--- config.mk ---
export PLATFORM = sky130hd
export DESIGN_NAME = hazard_unit
export DESIGN_NICKNAME = d
export VERILOG_FILES = /design/src/source/mips_pkg.sv /design/src/source/hazard_unit.sv
export SDC_FILE = /design/constraint.sdc
export NUM_CORES = 1
export LEC_CHECK = 0
export BUFFER_PORTS_ARGS = -buffer_cell sky130_fd_sc_hd__buf_4
export CORE_AREA = 2 2 39 41
export DETAILED_ROUTE_END_ITERATION = 8
export DIE_AREA = 0 0 41 43
export GPL_ROUTABILITY_DRIVEN = 0
export PLACE_DENSITY = 0.73
export SLEW_MARGIN = 15
export SYNTH_ARGS = -nofsm -noshare
export SYNTH_HDL_FRONTEND = slang
export SYNTH_SLANG_ARGS = --single-unit
--- constraint.sdc ---
create_clock -name vclk -period 1.8
set_clock_uncertainty 0.2 [all_clocks]
set_input_delay 0 -clock vclk [all_inputs]
set_output_delay 0 -clock vclk [all_outputs]
set_load 0.05 [all_outputs]
--- src/source/mips_pkg.sv ---
package mips_pkg;

	localparam int XLEN   = 32;
	localparam int REG_AW = 5;

	// primary opcode field, instr[31:26]
	typedef enum logic [5:0] {
		R_TYPE = 6'h00,
		ADDI   = 6'h08,
		ANDI   = 6'h0c,
		ORI    = 6'h0d,
		XORI   = 6'h0e,
		LUI    = 6'h0f,
		LW     = 6'h23,
		SW     = 6'h2b
	} op_t;

	// funct field of R-type, instr[5:0]
	typedef enum logic [5:0] {
		ADDU = 6'h21,
		SUBU = 6'h23,
		AND  = 6'h24,
		OR   = 6'h25,
		XOR  = 6'h26,
		SLT  = 6'h2a
	} funct_t;

	typedef enum logic [2:0] {
		ALU_ADD,
		ALU_SUB,
		ALU_AND,
		ALU_OR,
		ALU_XOR,
		ALU_SLT,
		ALU_LUI
	} alu_op_t;

	// destination field select
	typedef enum logic {
		DST_RD,
		DST_RT
	} reg_dst_t;

	// operand source in E
	typedef enum logic [1:0] {
		FWD_NONE,
		FWD_M,
		FWD_W
	} fwd_sel_t;

endpackage

--- src/source/hazard_unit.sv ---
`timescale 1ns/10ps

module hazard_unit (
	input  logic                        clk,
	input  logic                        rst,
	input  logic [mips_pkg::REG_AW-1:0] rs_d,
	input  logic [mips_pkg::REG_AW-1:0] rt_d,
	input  logic [mips_pkg::REG_AW-1:0] rs_e,
	input  logic [mips_pkg::REG_AW-1:0] rt_e,
	input  logic [mips_pkg::REG_AW-1:0] dst_e,
	input  logic                        mem_read_e,
	input  logic [mips_pkg::REG_AW-1:0] dst_m,
	input  logic                        reg_write_m,
	input  logic [mips_pkg::REG_AW-1:0] dst_w,
	input  logic                        reg_write_w,
	output logic                        stall_d,
	output logic                        flush_e,
	output mips_pkg::fwd_sel_t          fwd_a,
	output mips_pkg::fwd_sel_t          fwd_b
);
	import mips_pkg::*;

	logic load_use;

	// youngest producer wins
	function automatic fwd_sel_t pick_src(input logic [REG_AW-1:0] src);
		fwd_sel_t sel;
		sel = FWD_NONE;
		if (reg_write_m && (dst_m != '0) && (dst_m == src))
			sel = FWD_M;
		else if (reg_write_w && (dst_w != '0) && (dst_w == src))
			sel = FWD_W;
		return sel;
	endfunction

	// load in E feeding the instruction in D
	assign load_use = mem_read_e && (dst_e != '0) &&
		((dst_e == rs_d) || (dst_e == rt_d));

	assign stall_d = load_use;
	assign flush_e = load_use;

	assign fwd_a = pick_src(rs_e);
	assign fwd_b = pick_src(rt_e);

	// bubble in E must clear the stall on the next edge
	a_stall_single: assert property (@(posedge clk) disable iff (rst)
		stall_d |-> flush_e ##1 !stall_d)
		else $error("load-use stall held longer than one cycle");

endmodule

==> results of run 1 <==
report_power, final:
group | switching (mW) | total [mW] | leakage [nW] | internal (mW)
Sequential | 0 | 0 | 0 | 0
Combinational | 0.0791 | 0.177 | 0.340 | 0.0980
Clock | 0 | 0 | 0 | 0
routing by layer:
metal | vias to the layer above | track usage, % | wire length [µm]
met3 | 0 | 2.094 | 238
li1 | 264 | - | -
met4 | 0 | 0 | 0
met5 | - | 0 | 0
met1 | 224 | 12.03 | 373
met2 | 41 | 31.87 | 639
cells in the mapped netlist:
master / number / area share [%]
xor2_1: 20 / 44
xnor2_1: 10 / 22
or4_1: 5 / 9.4
nand3_1: 4 / 5.0
nor3_1: 2 / 2.5
nor4_1: 2 / 3.1
nor4_2: 2 / 6.3
a21oi_1: 1 / 1.3
buf_4: 1 / 1.9
o21ai_0: 1 / 1.3
o21ai_1: 1 / 1.3
o21ai_2: 1 / 2.2
through the flow:
step	utilization (%)	hold WS [ns]
floorplan	-	-0.0007517
global placement	55.79	0.2072
detailed placement	55.79	0.2086
CTS	55.79	0.2108
global route	55.79	0.2421
finish	55.79	0.2063
layout make-up:
class,count,area [µm²]
fillers,131,611.8
multi-input cells,49,421.7
well taps,16,20.02
repair buffers,44,330.3
tightest hold or removal path: stages:
cell and delay [ns]:
buf_4 0.10, o21ai_0 0.06, a21oi_1 0.05, buf_4 0.18
logic make-up after synthesis:
family,Yosys count,share of synthesized area (%)
compound gates,4,5.953
xor+xnor,30,65.83
buf+inv,1,1.882
simple gates,15,26.33
worst paths after layout:
check	depth (start not counted)	start	to	slack, ns
setup / recovery	6	dst_m[1]	fwd_a[1]	0.17
hold / removal	4	mem_read_e	stall_d	0.21
==> flow_summary_export.csv, run 1 <==
group,metric,value,unit
synth,syn-num-nets,90,
sta,setup_viol,0,
floorplan,num_io_pins,46,
sta,min_period,1.629,ns
synth,yosysWarnings,0,
synth,avgSynthCellArea,7.983,µm²
cells_and_area,mostFrequentLayoutCell,"buf_4",
detailed_routing,drt_iter0_drc,1,
setup_path,cp_common_cell,"buf_4",
detailed_routing,viasPerCell,4.853,
sta,period_share,90.50,%
cells_and_area,layout-drive-gt1-share,52.69,%
sta,fin_ws,0.1710,ns
sta,slew_headroom,75.17,%
power,power_density,229.5,mW/mm²
clock_tree,hold_buffers,0,
detailed_routing,drc,0,
hold_path,hp-class,"in -> out",
setup_path,worst-setup-path-type,"in -> out",
sta,finalSetupTns,0,ns
floorplan,die_width,41,µm
clock_tree,cts_resized,0,
cells_and_area,fin_nets,135,
sta,hold_viol,0,
cells_and_area,diodes,0,
power,max-vdd-ir-drop,0.09249,mV
grt,grt_pass1_vias,518,
setup_path,cpMaxStageDelayCell,"or4_1",
placed_design,place_inst,109,
cells_and_area,area_growth,93.42,%
detailed_routing,wl,1.252,mm
detailed_routing,routedWlPerCell,11.49,µm
floorplan,die_area,0.001763,mm²
job,cap_viol_max_count,0,
power,p_total,0.1772,mW
grt,antenna_found_initial,0,
sta,fmax,613.9,MHz
cells_and_area,regArea,0,µm²
setup_path,crit_path_cell_trace,"buf_4 -> or4_1 -> o21ai_2 -> nor4_2 -> nor4_4 -> buf_4",
sta,worst_slew_pin_slew,0.3693,ns
setup_path,cp.required,1.60,ns
cells_and_area,finalNonFillerCells,109,
floorplan,coreArea,0.001384,mm²
floorplan,rows,14,
cells_and_area,final_cell_mix,"buf_4, xor2_1, xnor2_1",
setup_path,crit_path_max_incr_delay,0.53,ns
cells_and_area,final_area,772.0,µm²
synth,netlist_instances,50,
grt,grtUsageTotal,14.39,%
setup_path,critPathArrivalTime,1.43,ns
clock_tree,cts_setup_buffers,0,
setup_path,critPathMaxFanout,3,
sta,rsz0062_at_grt,"false",
floorplan,die_h,43,µm
detailed_routing,vias,529,
setup_path,timing.critical_path.buf_inv,2,
cells_and_area,seq_cells,0,
synth,syn_area,399.1,µm²
run_status,status,"finished clean",
sta,finalMaxSlewViolations,0,
placed_design,port_buffers,44,
setup_path,crit_family,"simple AND/OR/NAND/NOR gates",
power,p_leak,0.3405,nW
grt,grt_max_degree,4,
synth,ys_seq_area_share,0,%
setup_path,worst_setup_path_end_kind,"output port",
floorplan,start_util,28.84,%
placed_design,dp_slack,0.1622,ns
synth,yosysUniqueCellTypes,12,
setup_path,cp-start-kind,"input port",
detailed_routing,detail-route-antenna-nets,0,
grt,grt_pass1_wl,1.876,mm
cells_and_area,clock_buffers,0,
grt,gr-total-overflow,0,
detailed_routing,drt_pass1_iterations,2,
placed_design,placed_area,772.0,µm²
Note: power is estimated with default switching activity, not from simulation.
==> inputs of run 2 (changes only) <==
--- a/config.mk
+++ b/config.mk
@@ -6,11 +6,12 @@
 export NUM_CORES = 1
 export LEC_CHECK = 0
 export BUFFER_PORTS_ARGS = -buffer_cell sky130_fd_sc_hd__buf_4
-export CORE_AREA = 2 2 39 41
+export CORE_AREA = 4 4 41 43
 export DETAILED_ROUTE_END_ITERATION = 8
-export DIE_AREA = 0 0 41 43
+export DIE_AREA = 0 0 45 47
 export GPL_ROUTABILITY_DRIVEN = 0
 export PLACE_DENSITY = 0.73
+export REMOVE_ABC_BUFFERS = 1
 export SLEW_MARGIN = 15
 export SYNTH_ARGS = -nofsm -noshare
 export SYNTH_HDL_FRONTEND = slang
==> run 2 against run 1 <==
Net effect:
- setup slack improved by 0.026 ns
- largest power group unchanged
- critical path depth stayed put
- via count decreased by 4.0%
- sequential share of layout area stayed put
- critical endpoint is now fwd_b[1]
==> flow_summary_export.csv, run 2 (same netlist as run 1, synthesis figures left out) <==
group,metric,value,unit
clock_tree,cts_setup_buffers,0,
detailed_routing,routedWlPerCell,12.37,µm
cells_and_area,diodes,0,
setup_path,startpoint,"dst_m[1]",
floorplan,rows,13,
grt,gr-total-overflow,0,
detailed_routing,viasPerCell,4.704,
sta,setup_viol,0,
power,power_density,227.0,mW/mm²
hold_path,hp-class,"in -> out",
setup_path,worst_setup_path_end_kind,"output port",
setup_path,cp-start-kind,"input port",
floorplan,die_width,45,µm
setup_path,crit_path_max_incr_delay,0.53,ns
cells_and_area,area_growth,85.58,%
detailed_routing,detail-route-antenna-nets,0,
detailed_routing,drt_pass1_iterations,2,
sta,rsz0062_at_grt,"false",
cells_and_area,mostFrequentLayoutCell,"buf_4",
cells_and_area,final_cell_mix,"buf_4, xor2_1, xnor2_1",
floorplan,num_io_pins,46,
sta,hold_viol,0,
detailed_routing,drc,0,
cells_and_area,fin_nets,135,
cells_and_area,regArea,0,µm²
cells_and_area,clock_buffers,0,
cells_and_area,seq_cells,0,
sta,min_period,1.604,ns
placed_design,hpwl,1.304,mm
setup_path,worst-setup-path-type,"in -> out",
detailed_routing,wl,1.336,mm
setup_path,crit_path_cell_trace,"buf_4 -> or4_1 -> o21ai_2 -> nor4_1 -> nor4_2 -> buf_4",
sta,fin_ws,0.1965,ns
floorplan,die_h,47,µm
cells_and_area,layout-drive-gt1-share,50.54,%
run_status,status,"finished clean",
grt,grt_pass1_vias,583,
placed_design,port_buffers,44,
sta,fmax,623.6,MHz
floorplan,die_area,0.002115,mm²
sta,worst_slew_pin_slew,0.4466,ns
floorplan,coreArea,0.001301,mm²
grt,grt_pass1_wl,2.152,mm
setup_path,cpMaxStageDelayCell,"or4_1",
placed_design,dp_slack,0.1859,ns
sta,slew_headroom,69.96,%
power,max-vdd-ir-drop,0.1040,mV
clock_tree,cts_resized,0,
setup_path,cp.required,1.60,ns
detailed_routing,drt_iter0_drc,1,
hold_path,min-delay-start,"reg_write_m",
grt,grt_max_degree,4,
setup_path,cp_common_cell,"buf_4",
sta,hold_slack,0.2227,ns
floorplan,start_util,30.67,%
setup_path,critPathMaxFanout,3,
grt,grtUsageTotal,13.22,%
grt,antenna_found_initial,0,
sta,finalMaxSlewViolations,0,
sta,period_share,89.08,%
setup_path,critPathArrivalTime,1.40,ns
detailed_routing,vias,508,
power,p_leak,0.3393,nW
clock_tree,hold_buffers,0,
job,cap_viol_max_count,0,
-- run 2: cell types whose count changed in the layout (fill, tap and decap cells not counted) --
cell / previous run / this run
nor4_1: 0 / 2
nor4_4: 2 / 0
-- run 2: through the flow --
stage | utilization, % | instance area, µm² | instances | TNS (ns) | total power, mW
after floorplan | - | 391.6 | 49 | -2.461 | 0.07142
after global placement | 56.92 | 740.7 | 108 | 0 | 0.1673
after detailed placement | 56.92 | 740.7 | 108 | 0 | 0.1700
after CTS | 56.92 | 740.7 | 108 | 0 | 0.1705
after global routing | 56.92 | 740.7 | 108 | 0 | 0.1850
final | 56.92 | 740.7 | 108 | 0 | 0.1681
-- run 2: layer usage --
layer / track usage (%) / vias up / part of all wire, %
met4: 0 / 0 / 0
met3: 4.598 / 0 / 15
met1: 13.48 / 212 / 30
met2: 27.12 / 31 / 55
li1: - / 265 / -
met5: 0 / - / 0
-- run 2: worst max-delay path: cells and delay by family --
kind                   cells  cell delay (ns)
buffers and inverters      2             0.36
AND/OR/NAND/NOR            3             0.89
AO/OA/AOI/OAI              1             0.14
-- run 2: final timing paths --
check | slack, ns | depth (start not counted) | to
max | 0.20 | 6 | fwd_b[1]
min | 0.22 | 4 | fwd_b[0]
-- run 2: final cells by class --
cell class,count,area (µm²)
Multi-Input combinational cell,49,391.6
Tap cell,15,18.77
Fill cell,143,560.5
Timing Repair Buffer,44,330.3
-- run 2: power by group --
| group | total [mW] | internal (mW) | leakage (nW) | switching, mW |
|---|---|---|---|---|
| clock network | 0 | 0 | 0 | 0 |
| registers | 0 | 0 | 0 | 0 |
| logic | 0.168 | 0.0964 | 0.339 | 0.0717 |
| total | 0.168 | 0.0964 | 0.339 | 0.0717 |
