===== config.mk =====
export PLATFORM = sky130hd
export DESIGN_NAME = main_decoder_flat
export DESIGN_NICKNAME = d
export VERILOG_FILES = /design/src/source/mips_pkg.sv /design/src/source/ctrl_if.sv /design/src/source/alu_decoder.sv /design/src/source/main_decoder.sv /design/src/flat_wrapper.sv
export SDC_FILE = /design/constraint.sdc
export NUM_CORES = 1
export LEC_CHECK = 0
export ABC_CLOCK_PERIOD_IN_PS = 2900
export BUFFER_PORTS_ARGS = -buffer_cell sky130_fd_sc_hd__buf_2
export CAP_MARGIN = 20
export CELL_PAD_IN_SITES_DETAIL_PLACEMENT = 1
export CELL_PAD_IN_SITES_GLOBAL_PLACEMENT = 1
export CORE_MARGIN = 3
export CORE_UTILIZATION = 33
export DETAILED_ROUTE_END_ITERATION = 10
export PLACE_DENSITY = 0.88
export SKIP_CTS_REPAIR_TIMING = 1
export SLEW_MARGIN = 25
export SYNTH_ARGS = -nofsm -noshare
export SYNTH_HDL_FRONTEND = slang
export SYNTH_SLANG_ARGS = --single-unit

===== constraint.sdc =====
create_clock -name clk -period 2.9 [get_ports clk]
set_input_delay 0.725 -clock clk [delete_from_list [all_inputs] [get_ports clk]]
set_output_delay 0.725 -clock clk [all_outputs]
set_load 0.005 [all_outputs]

===== src/source/mips_pkg.sv =====
package mips_pkg;

	localparam int XLEN   = 32;
	localparam int REG_AW = 5;

	// primary opcode field, instr[31:26]
	typedef enum logic [5:0] {
		R_TYPE = 6'h00,
		ADDI   = 6'h08,
		ANDI   = 6'h0c,
		ORI    = 6'h0d,
		XORI   = 6'h0e,
		LUI    = 6'h0f,
		LW     = 6'h23,
		SW     = 6'h2b
	} op_t;

	// funct field of R-type, instr[5:0]
	typedef enum logic [5:0] {
		ADDU = 6'h21,
		SUBU = 6'h23,
		AND  = 6'h24,
		OR   = 6'h25,
		XOR  = 6'h26,
		SLT  = 6'h2a
	} funct_t;

	typedef enum logic [2:0] {
		ALU_ADD,
		ALU_SUB,
		ALU_AND,
		ALU_OR,
		ALU_XOR,
		ALU_SLT,
		ALU_LUI
	} alu_op_t;

	// destination field select
	typedef enum logic {
		DST_RD,
		DST_RT
	} reg_dst_t;

	// operand source in E
	typedef enum logic [1:0] {
		FWD_NONE,
		FWD_M,
		FWD_W
	} fwd_sel_t;

endpackage


===== src/source/ctrl_if.sv =====
`timescale 1ns/10ps

interface ctrl_if;
	import mips_pkg::*;

	// execute stage
	alu_op_t           alu_op_e;
	logic              alu_imm_sel_e;
	logic              sign_ext_e;
	logic [REG_AW-1:0] dst_e;

	// memory stage
	logic              mem_read_m;
	logic              mem_write_m;

	// writeback stage
	logic              reg_write_w;
	logic              mem_to_reg_w;
	logic [REG_AW-1:0] dst_w;

	modport decoder (
		output alu_op_e, alu_imm_sel_e, sign_ext_e, dst_e,
		output mem_read_m, mem_write_m,
		output reg_write_w, mem_to_reg_w, dst_w
	);

	// dst_e is watched by the hazard unit, not the datapath
	modport datapath (
		input alu_op_e, alu_imm_sel_e, sign_ext_e,
		input mem_read_m, mem_write_m,
		input reg_write_w, mem_to_reg_w, dst_w
	);

endinterface


===== src/source/alu_decoder.sv =====
`timescale 1ns/10ps

module alu_decoder (
	input  mips_pkg::op_t    op,
	input  mips_pkg::funct_t funct,
	output mips_pkg::alu_op_t alu_op,
	output logic             known
);
	import mips_pkg::*;

	always_comb begin
		alu_op = ALU_ADD;
		known  = 1'b1;
		case (op)
			R_TYPE: begin
				case (funct)
					ADDU:    alu_op = ALU_ADD;
					SUBU:    alu_op = ALU_SUB;
					AND:     alu_op = ALU_AND;
					OR:      alu_op = ALU_OR;
					XOR:     alu_op = ALU_XOR;
					SLT:     alu_op = ALU_SLT;
					default: known  = 1'b0;
				endcase
			end
			// address arithmetic for memory ops
			ADDI, LW, SW: alu_op = ALU_ADD;
			ANDI:         alu_op = ALU_AND;
			ORI:          alu_op = ALU_OR;
			XORI:         alu_op = ALU_XOR;
			LUI:          alu_op = ALU_LUI;
			default:      known  = 1'b0;
		endcase
	end

endmodule


===== src/source/main_decoder.sv =====
`timescale 1ns/10ps

module main_decoder (
	input  logic                        clk,
	input  logic                        rst,
	input  logic [mips_pkg::XLEN-1:0]   instr_d,
	input  logic                        valid_d,
	input  logic                        stall_d,
	input  logic                        flush_e,
	output logic [mips_pkg::REG_AW-1:0] rs_d,
	output logic [mips_pkg::REG_AW-1:0] rt_d,
	output logic                        mem_read_e,
	output logic                        reg_write_m,
	output logic [mips_pkg::REG_AW-1:0] dst_m,
	ctrl_if.decoder                     ctrl
);
	import mips_pkg::*;

	op_t               op;
	funct_t            funct;
	alu_op_t           alu_op_d;
	logic              known_d;
	logic              en_d;
	reg_dst_t          dst_sel_d;
	logic [REG_AW-1:0] dst_d;
	logic              reg_write_raw, alu_imm_sel_d, mem_read_raw, mem_write_raw, mem_to_reg_d;
	logic              reg_write_e, mem_write_e, mem_to_reg_e;
	logic              mem_write_m, mem_to_reg_m;

	assign op    = op_t'(instr_d[31:26]);
	assign funct = funct_t'(instr_d[5:0]);

	// bubbles present $0 as sources so they never match a load target
	assign rs_d = valid_d ? instr_d[25:21] : '0;
	assign rt_d = valid_d ? instr_d[20:16] : '0;

	alu_decoder u_alu_dec (
		.op     (op),
		.funct  (funct),
		.alu_op (alu_op_d),
		.known  (known_d)
	);

	always_comb begin
		reg_write_raw = 1'b0;
		dst_sel_d     = DST_RD;
		alu_imm_sel_d = 1'b0;
		mem_read_raw  = 1'b0;
		mem_write_raw = 1'b0;
		mem_to_reg_d  = 1'b0;
		case (op)
			R_TYPE: begin
				reg_write_raw = 1'b1;
			end
			ADDI, ANDI, ORI, XORI, LUI: begin
				reg_write_raw = 1'b1;
				dst_sel_d     = DST_RT;
				alu_imm_sel_d = 1'b1;
			end
			LW: begin
				reg_write_raw = 1'b1;
				dst_sel_d     = DST_RT;
				alu_imm_sel_d = 1'b1;
				mem_read_raw  = 1'b1;
				mem_to_reg_d  = 1'b1;
			end
			SW: begin
				alu_imm_sel_d = 1'b1;
				mem_write_raw = 1'b1;
			end
			default: begin
			end
		endcase
	end

	assign dst_d = (dst_sel_d == DST_RT) ? instr_d[20:16] : instr_d[15:11];
	// unknown encodings and empty slots behave as no-ops
	assign en_d  = valid_d && known_d;

	// D -> E, bubble on flush, hold on stall
	always_ff @(posedge clk) begin
		if (rst || flush_e) begin
			ctrl.alu_op_e      <= ALU_ADD;
			ctrl.alu_imm_sel_e <= 1'b0;
			ctrl.sign_ext_e    <= 1'b0;
			ctrl.dst_e         <= '0;
			reg_write_e        <= 1'b0;
			mem_read_e         <= 1'b0;
			mem_write_e        <= 1'b0;
			mem_to_reg_e       <= 1'b0;
		end else if (!stall_d) begin
			ctrl.alu_op_e      <= alu_op_d;
			ctrl.alu_imm_sel_e <= alu_imm_sel_d;
			// logical immediates zero-extend
			ctrl.sign_ext_e    <= !(op inside {ANDI, ORI, XORI});
			ctrl.dst_e         <= dst_d;
			reg_write_e        <= en_d && reg_write_raw && (dst_d != '0);
			mem_read_e         <= en_d && mem_read_raw;
			mem_write_e        <= en_d && mem_write_raw;
			mem_to_reg_e       <= mem_to_reg_d;
		end
	end

	// E -> M -> W
	always_ff @(posedge clk) begin
		if (rst) begin
			reg_write_m       <= 1'b0;
			dst_m             <= '0;
			ctrl.mem_read_m   <= 1'b0;
			mem_write_m       <= 1'b0;
			mem_to_reg_m      <= 1'b0;
			ctrl.reg_write_w  <= 1'b0;
			ctrl.dst_w        <= '0;
			ctrl.mem_to_reg_w <= 1'b0;
		end else begin
			reg_write_m       <= reg_write_e;
			dst_m             <= ctrl.dst_e;
			ctrl.mem_read_m   <= mem_read_e;
			mem_write_m       <= mem_write_e;
			mem_to_reg_m      <= mem_to_reg_e;
			ctrl.reg_write_w  <= reg_write_m;
			ctrl.dst_w        <= dst_m;
			ctrl.mem_to_reg_w <= mem_to_reg_m;
		end
	end

	assign ctrl.mem_write_m = mem_write_m;

	a_mem_rw_exclusive: assert property (@(posedge clk) disable iff (rst)
		!(ctrl.mem_read_m && ctrl.mem_write_m))
		else $error("load and store both active in M");

endmodule


===== src/flat_wrapper.sv =====
// flat-port wrapper written by rule: the top's interface ports become plain ports
module main_decoder_flat import mips_pkg::*;
  (clk, rst, instr_d, valid_d, stall_d, flush_e, rs_d, rt_d, mem_read_e, reg_write_m, dst_m, ctrl_alu_op_e, ctrl_alu_imm_sel_e, ctrl_sign_ext_e, ctrl_dst_e, ctrl_mem_read_m, ctrl_mem_write_m, ctrl_reg_write_w, ctrl_mem_to_reg_w, ctrl_dst_w);
  ctrl_if ctrl_i ();
  input  logic clk;
  input  logic rst;
  input  logic [mips_pkg::XLEN-1:0] instr_d;
  input  logic valid_d;
  input  logic stall_d;
  input  logic flush_e;
  output logic [mips_pkg::REG_AW-1:0] rs_d;
  output logic [mips_pkg::REG_AW-1:0] rt_d;
  output logic mem_read_e;
  output logic reg_write_m;
  output logic [mips_pkg::REG_AW-1:0] dst_m;
  output wire logic [$bits(ctrl_i.alu_op_e)-1:0] ctrl_alu_op_e;
  output wire logic [$bits(ctrl_i.alu_imm_sel_e)-1:0] ctrl_alu_imm_sel_e;
  output wire logic [$bits(ctrl_i.sign_ext_e)-1:0] ctrl_sign_ext_e;
  output wire logic [$bits(ctrl_i.dst_e)-1:0] ctrl_dst_e;
  output wire logic [$bits(ctrl_i.mem_read_m)-1:0] ctrl_mem_read_m;
  output wire logic [$bits(ctrl_i.mem_write_m)-1:0] ctrl_mem_write_m;
  output wire logic [$bits(ctrl_i.reg_write_w)-1:0] ctrl_reg_write_w;
  output wire logic [$bits(ctrl_i.mem_to_reg_w)-1:0] ctrl_mem_to_reg_w;
  output wire logic [$bits(ctrl_i.dst_w)-1:0] ctrl_dst_w;
  assign ctrl_alu_op_e = ctrl_i.alu_op_e;
  assign ctrl_alu_imm_sel_e = ctrl_i.alu_imm_sel_e;
  assign ctrl_sign_ext_e = ctrl_i.sign_ext_e;
  assign ctrl_dst_e = ctrl_i.dst_e;
  assign ctrl_mem_read_m = ctrl_i.mem_read_m;
  assign ctrl_mem_write_m = ctrl_i.mem_write_m;
  assign ctrl_reg_write_w = ctrl_i.reg_write_w;
  assign ctrl_mem_to_reg_w = ctrl_i.mem_to_reg_w;
  assign ctrl_dst_w = ctrl_i.dst_w;
  main_decoder u_core (.clk(clk), .rst(rst), .instr_d(instr_d), .valid_d(valid_d), .stall_d(stall_d), .flush_e(flush_e), .rs_d(rs_d), .rt_d(rt_d), .mem_read_e(mem_read_e), .reg_write_m(reg_write_m), .dst_m(dst_m), .ctrl(ctrl_i));
endmodule

==> reports/results.txt <==
cell total after placement -> 251
Port Buf Inserts -> 67
wire length of the first global-routing pass -> 6020 um
Critical Path Source Type -> input port
total clock buffers created by CTS -> 5
area of the die -> 4790 um^2
commonest non-fill, non-tap cells in the layout -> 67 x sky130_fd_sc_hd__buf_2, 30 x sky130_fd_sc_hd__dfxtp_1, 18 x sky130_fd_sc_hd__nor2b_1
final critical-path share of the clock period -> 65.8%
antenna-violating nets left -> 0
Crit Path Category -> in -> out
number of flip-flops and latches in the synthesized netlist -> 30
data arrival time at the worst-slack endpoint -> 1.18 ns
Final Setup Violations -> 0
CTS H-tree lvls -> 2
CTS root buffer -> sky130_fd_sc_hd__clkbuf_8
min-delay worst type -> reg -> reg
post-synthesis instance total -> 141
I/O pins -> 73
most common cell type on the critical path -> sky130_fd_sc_hd__buf_2
proportion of layout cells with a drive suffix above 1 -> 40.0%
power per standard cell area -> 529 nW/um^2
Chip Height -> 69.2 um
Max-Slew Margin vs Limit -> 69.7%
P&R area growth vs syn -> 36.7%
TritonCTS sink count -> 30
count of vias placed by the detailed router -> 1267
Hold Vio Cnt, Final -> 0
post-DP HPWL -> 2920 um
average cell area after synthesis -> 9.36 um^2
largest net degree at the start of global routing -> 20
number of global-route vias before repair -> 1341
setup total negative slack -> 0 ns
leading cell type in the layout, fill and taps excluded -> sky130_fd_sc_hd__buf_2
floorplan row count -> 22
antenna violations before repair -> 0
all-layer global routing usage -> 16.0%
Pleak -> 0.883 nW
starting density of the core -> 35.0%
count of synthesis-stage warnings from yosys -> 0
final-stage net count -> 247
Slowest cell on crit path -> sky130_fd_sc_hd__and2_1
clock tree from TritonCTS -> yes
async set-reset flop share out of synthesis -> 0%
Clock Skews -> 0.00287 ns
Post-Syn Nets -> 178
Starting DRT DRC Count -> 44
global-route congestion overflow total -> 0
final period demand of the worst path -> 1.91 ns
count of buffer and inverter cells on the critical path -> 2
clock-pin slew on the worst setup and hold paths -> 0.06 ns
Inserted Diodes -> 0
post-synth cell types -> 36
non-filler instance count after layout -> 258
family with the most delay on the worst path -> buffers and inverters
Core Region -> 3770 um^2
endpoint kind of the worst setup timing path -> primary output
total wire length -> 3720 um
post-DR wirelength/cell -> 14.4 um
Util after Layout -> 47.8%
pin slew with the least headroom to its limit -> 0.451 ns
worst-case vdd ir drop -> 0.176 mV
number of enable-type register cells in the synthesized netlist -> 0
most common flop cell mapped by yosys -> sky130_fd_sc_hd__dfxtp_1
routability-driven placement congestion ratio -> 0.699
delay contributed by the slowest stage of the critical path -> 0.17 ns
outcome -> finished clean
number of buffers on the longest clock path -> 2
number of max-capacitance violations reported -> 0
Die Width -> 69.2 um
Fmax -> 524 MHz
number of optimization iterations in the first detailed-route pass -> 4
crit path max fanout -> 12
Via-to-Cell Ratio -> 4.91
worst-path cell chain -> buf_2 -> and2_1 -> buf_2
worst endpoint required time -> 2.17 ns
post-synthesis instance area -> 1320 um^2
detailed-route DRC error count -> 0
RSZ-0062 raised after global routing -> false
Clock Latency Late Sink -> 0.28 ns
sequential fraction of the synthesis area -> 45.5%
Final Max Slew Viols -> 0
## Yosys cell counts (2+ instances only)
cell	count	area share [%]
sky130_fd_sc_hd__dfxtp_1	30	45
sky130_fd_sc_hd__nor2b_1	18	8.5
sky130_fd_sc_hd__a21oi_1	11	4.2
sky130_fd_sc_hd__and2_1	10	4.7
sky130_fd_sc_hd__o21ai_0	8	3.0
sky130_fd_sc_hd__nor2_1	6	1.7
sky130_fd_sc_hd__mux2i_1	5	3.8
sky130_fd_sc_hd__nand2_1	5	1.4
sky130_fd_sc_hd__clkbuf_1	4	1.1
sky130_fd_sc_hd__inv_1	4	1.1
sky130_fd_sc_hd__nand3_1	4	1.5
sky130_fd_sc_hd__a31oi_1	3	1.4
sky130_fd_sc_hd__o211ai_1	3	1.7
sky130_fd_sc_hd__and4bb_2	2	1.9
sky130_fd_sc_hd__nand4_1	2	0.95
sky130_fd_sc_hd__nor3_1	2	0.76
sky130_fd_sc_hd__o211a_1	2	1.5
sky130_fd_sc_hd__o21a_1	2	1.1
sky130_fd_sc_hd__or2_2	2	0.95
sky130_fd_sc_hd__xor2_1	2	1.3
## state kept, by name, summed over array words and instances (netlist names), 3 cells and up
signal / flops
u_core.ctrl.dst_e: 5
u_core.ctrl.alu_op_e: 3
u_core.dst_m: 5
u_core.ctrl.dst_w: 5
## logic make-up after synthesis
group / after synthesis / synth area share [%]
flip-flops: 30 / 45.5
buffers and inverters: 11 / 3.79
AO/OA/AOI/OAI: 34 / 18.3
multiplexers: 5 / 3.79
XOR/XNOR: 2 / 1.33
AND/OR/NAND/NOR: 59 / 27.3
## cell type report
| class | count | area, um^2 |
|---|---|---|
| Clock inverter | 1 | 30.0 |
| Tap cell | 48 | 60.1 |
| Fill cell | 485 | 1970 |
| Timing Repair Buffer | 68 | 343 |
| Inverter | 5 | 18.8 |
| Clock buffer | 6 | 82.6 |
| Multi-Input combinational cell | 100 | 669 |
| Sequential cell | 30 | 601 |
## report_power, final
part,internal [mW],total (mW),switching [mW]
combinational,0.0501,0.109,0.0586
sequential,0.421,0.425,0.00433
clock,0.274,0.421,0.147
total,0.745,0.955,0.209
## path summary, 6_finish.rpt
path	startpoint	to	cells past startpoint	slack (ns)
worst max-delay path	valid_d	rt_d[2]	3	0.99
worst min-delay path	u_core.mem_to_reg_m	u_core.ctrl.mem_to_reg_w	1	0.43
worst max register to register	u_core.ctrl.dst_e[3]	u_core.ctrl.dst_e[3]	2	2.20
worst min register to register	u_core.mem_to_reg_m	u_core.ctrl.mem_to_reg_w	1	0.43
## through the flow
stage | worst slack, ns | instance area [um^2] | total power [mW] | hold WS (ns)
3_3_place_gp | 0.908 | 1690 | 0.539 | 0.420
2_1_floorplan | 1.12 | 1320 | 0.485 | 0.414
5_1_grt | 0.932 | 1800 | 1.00 | 0.459
4_1_cts | 0.987 | 1800 | 0.968 | 0.434
3_5_place_dp | 0.881 | 1690 | 0.543 | 0.425
6_report | 0.991 | 1800 | 0.955 | 0.433
## layer usage
layer	global-route usage, %	part of all wire (%)	wire length, um
met4	8.46	2.0	76
met3	4.06	5.8	215
met1	17.4	41	1540
met2	28.3	51	1880
met5	0	0	0
(Power assumes the default switching activity.)
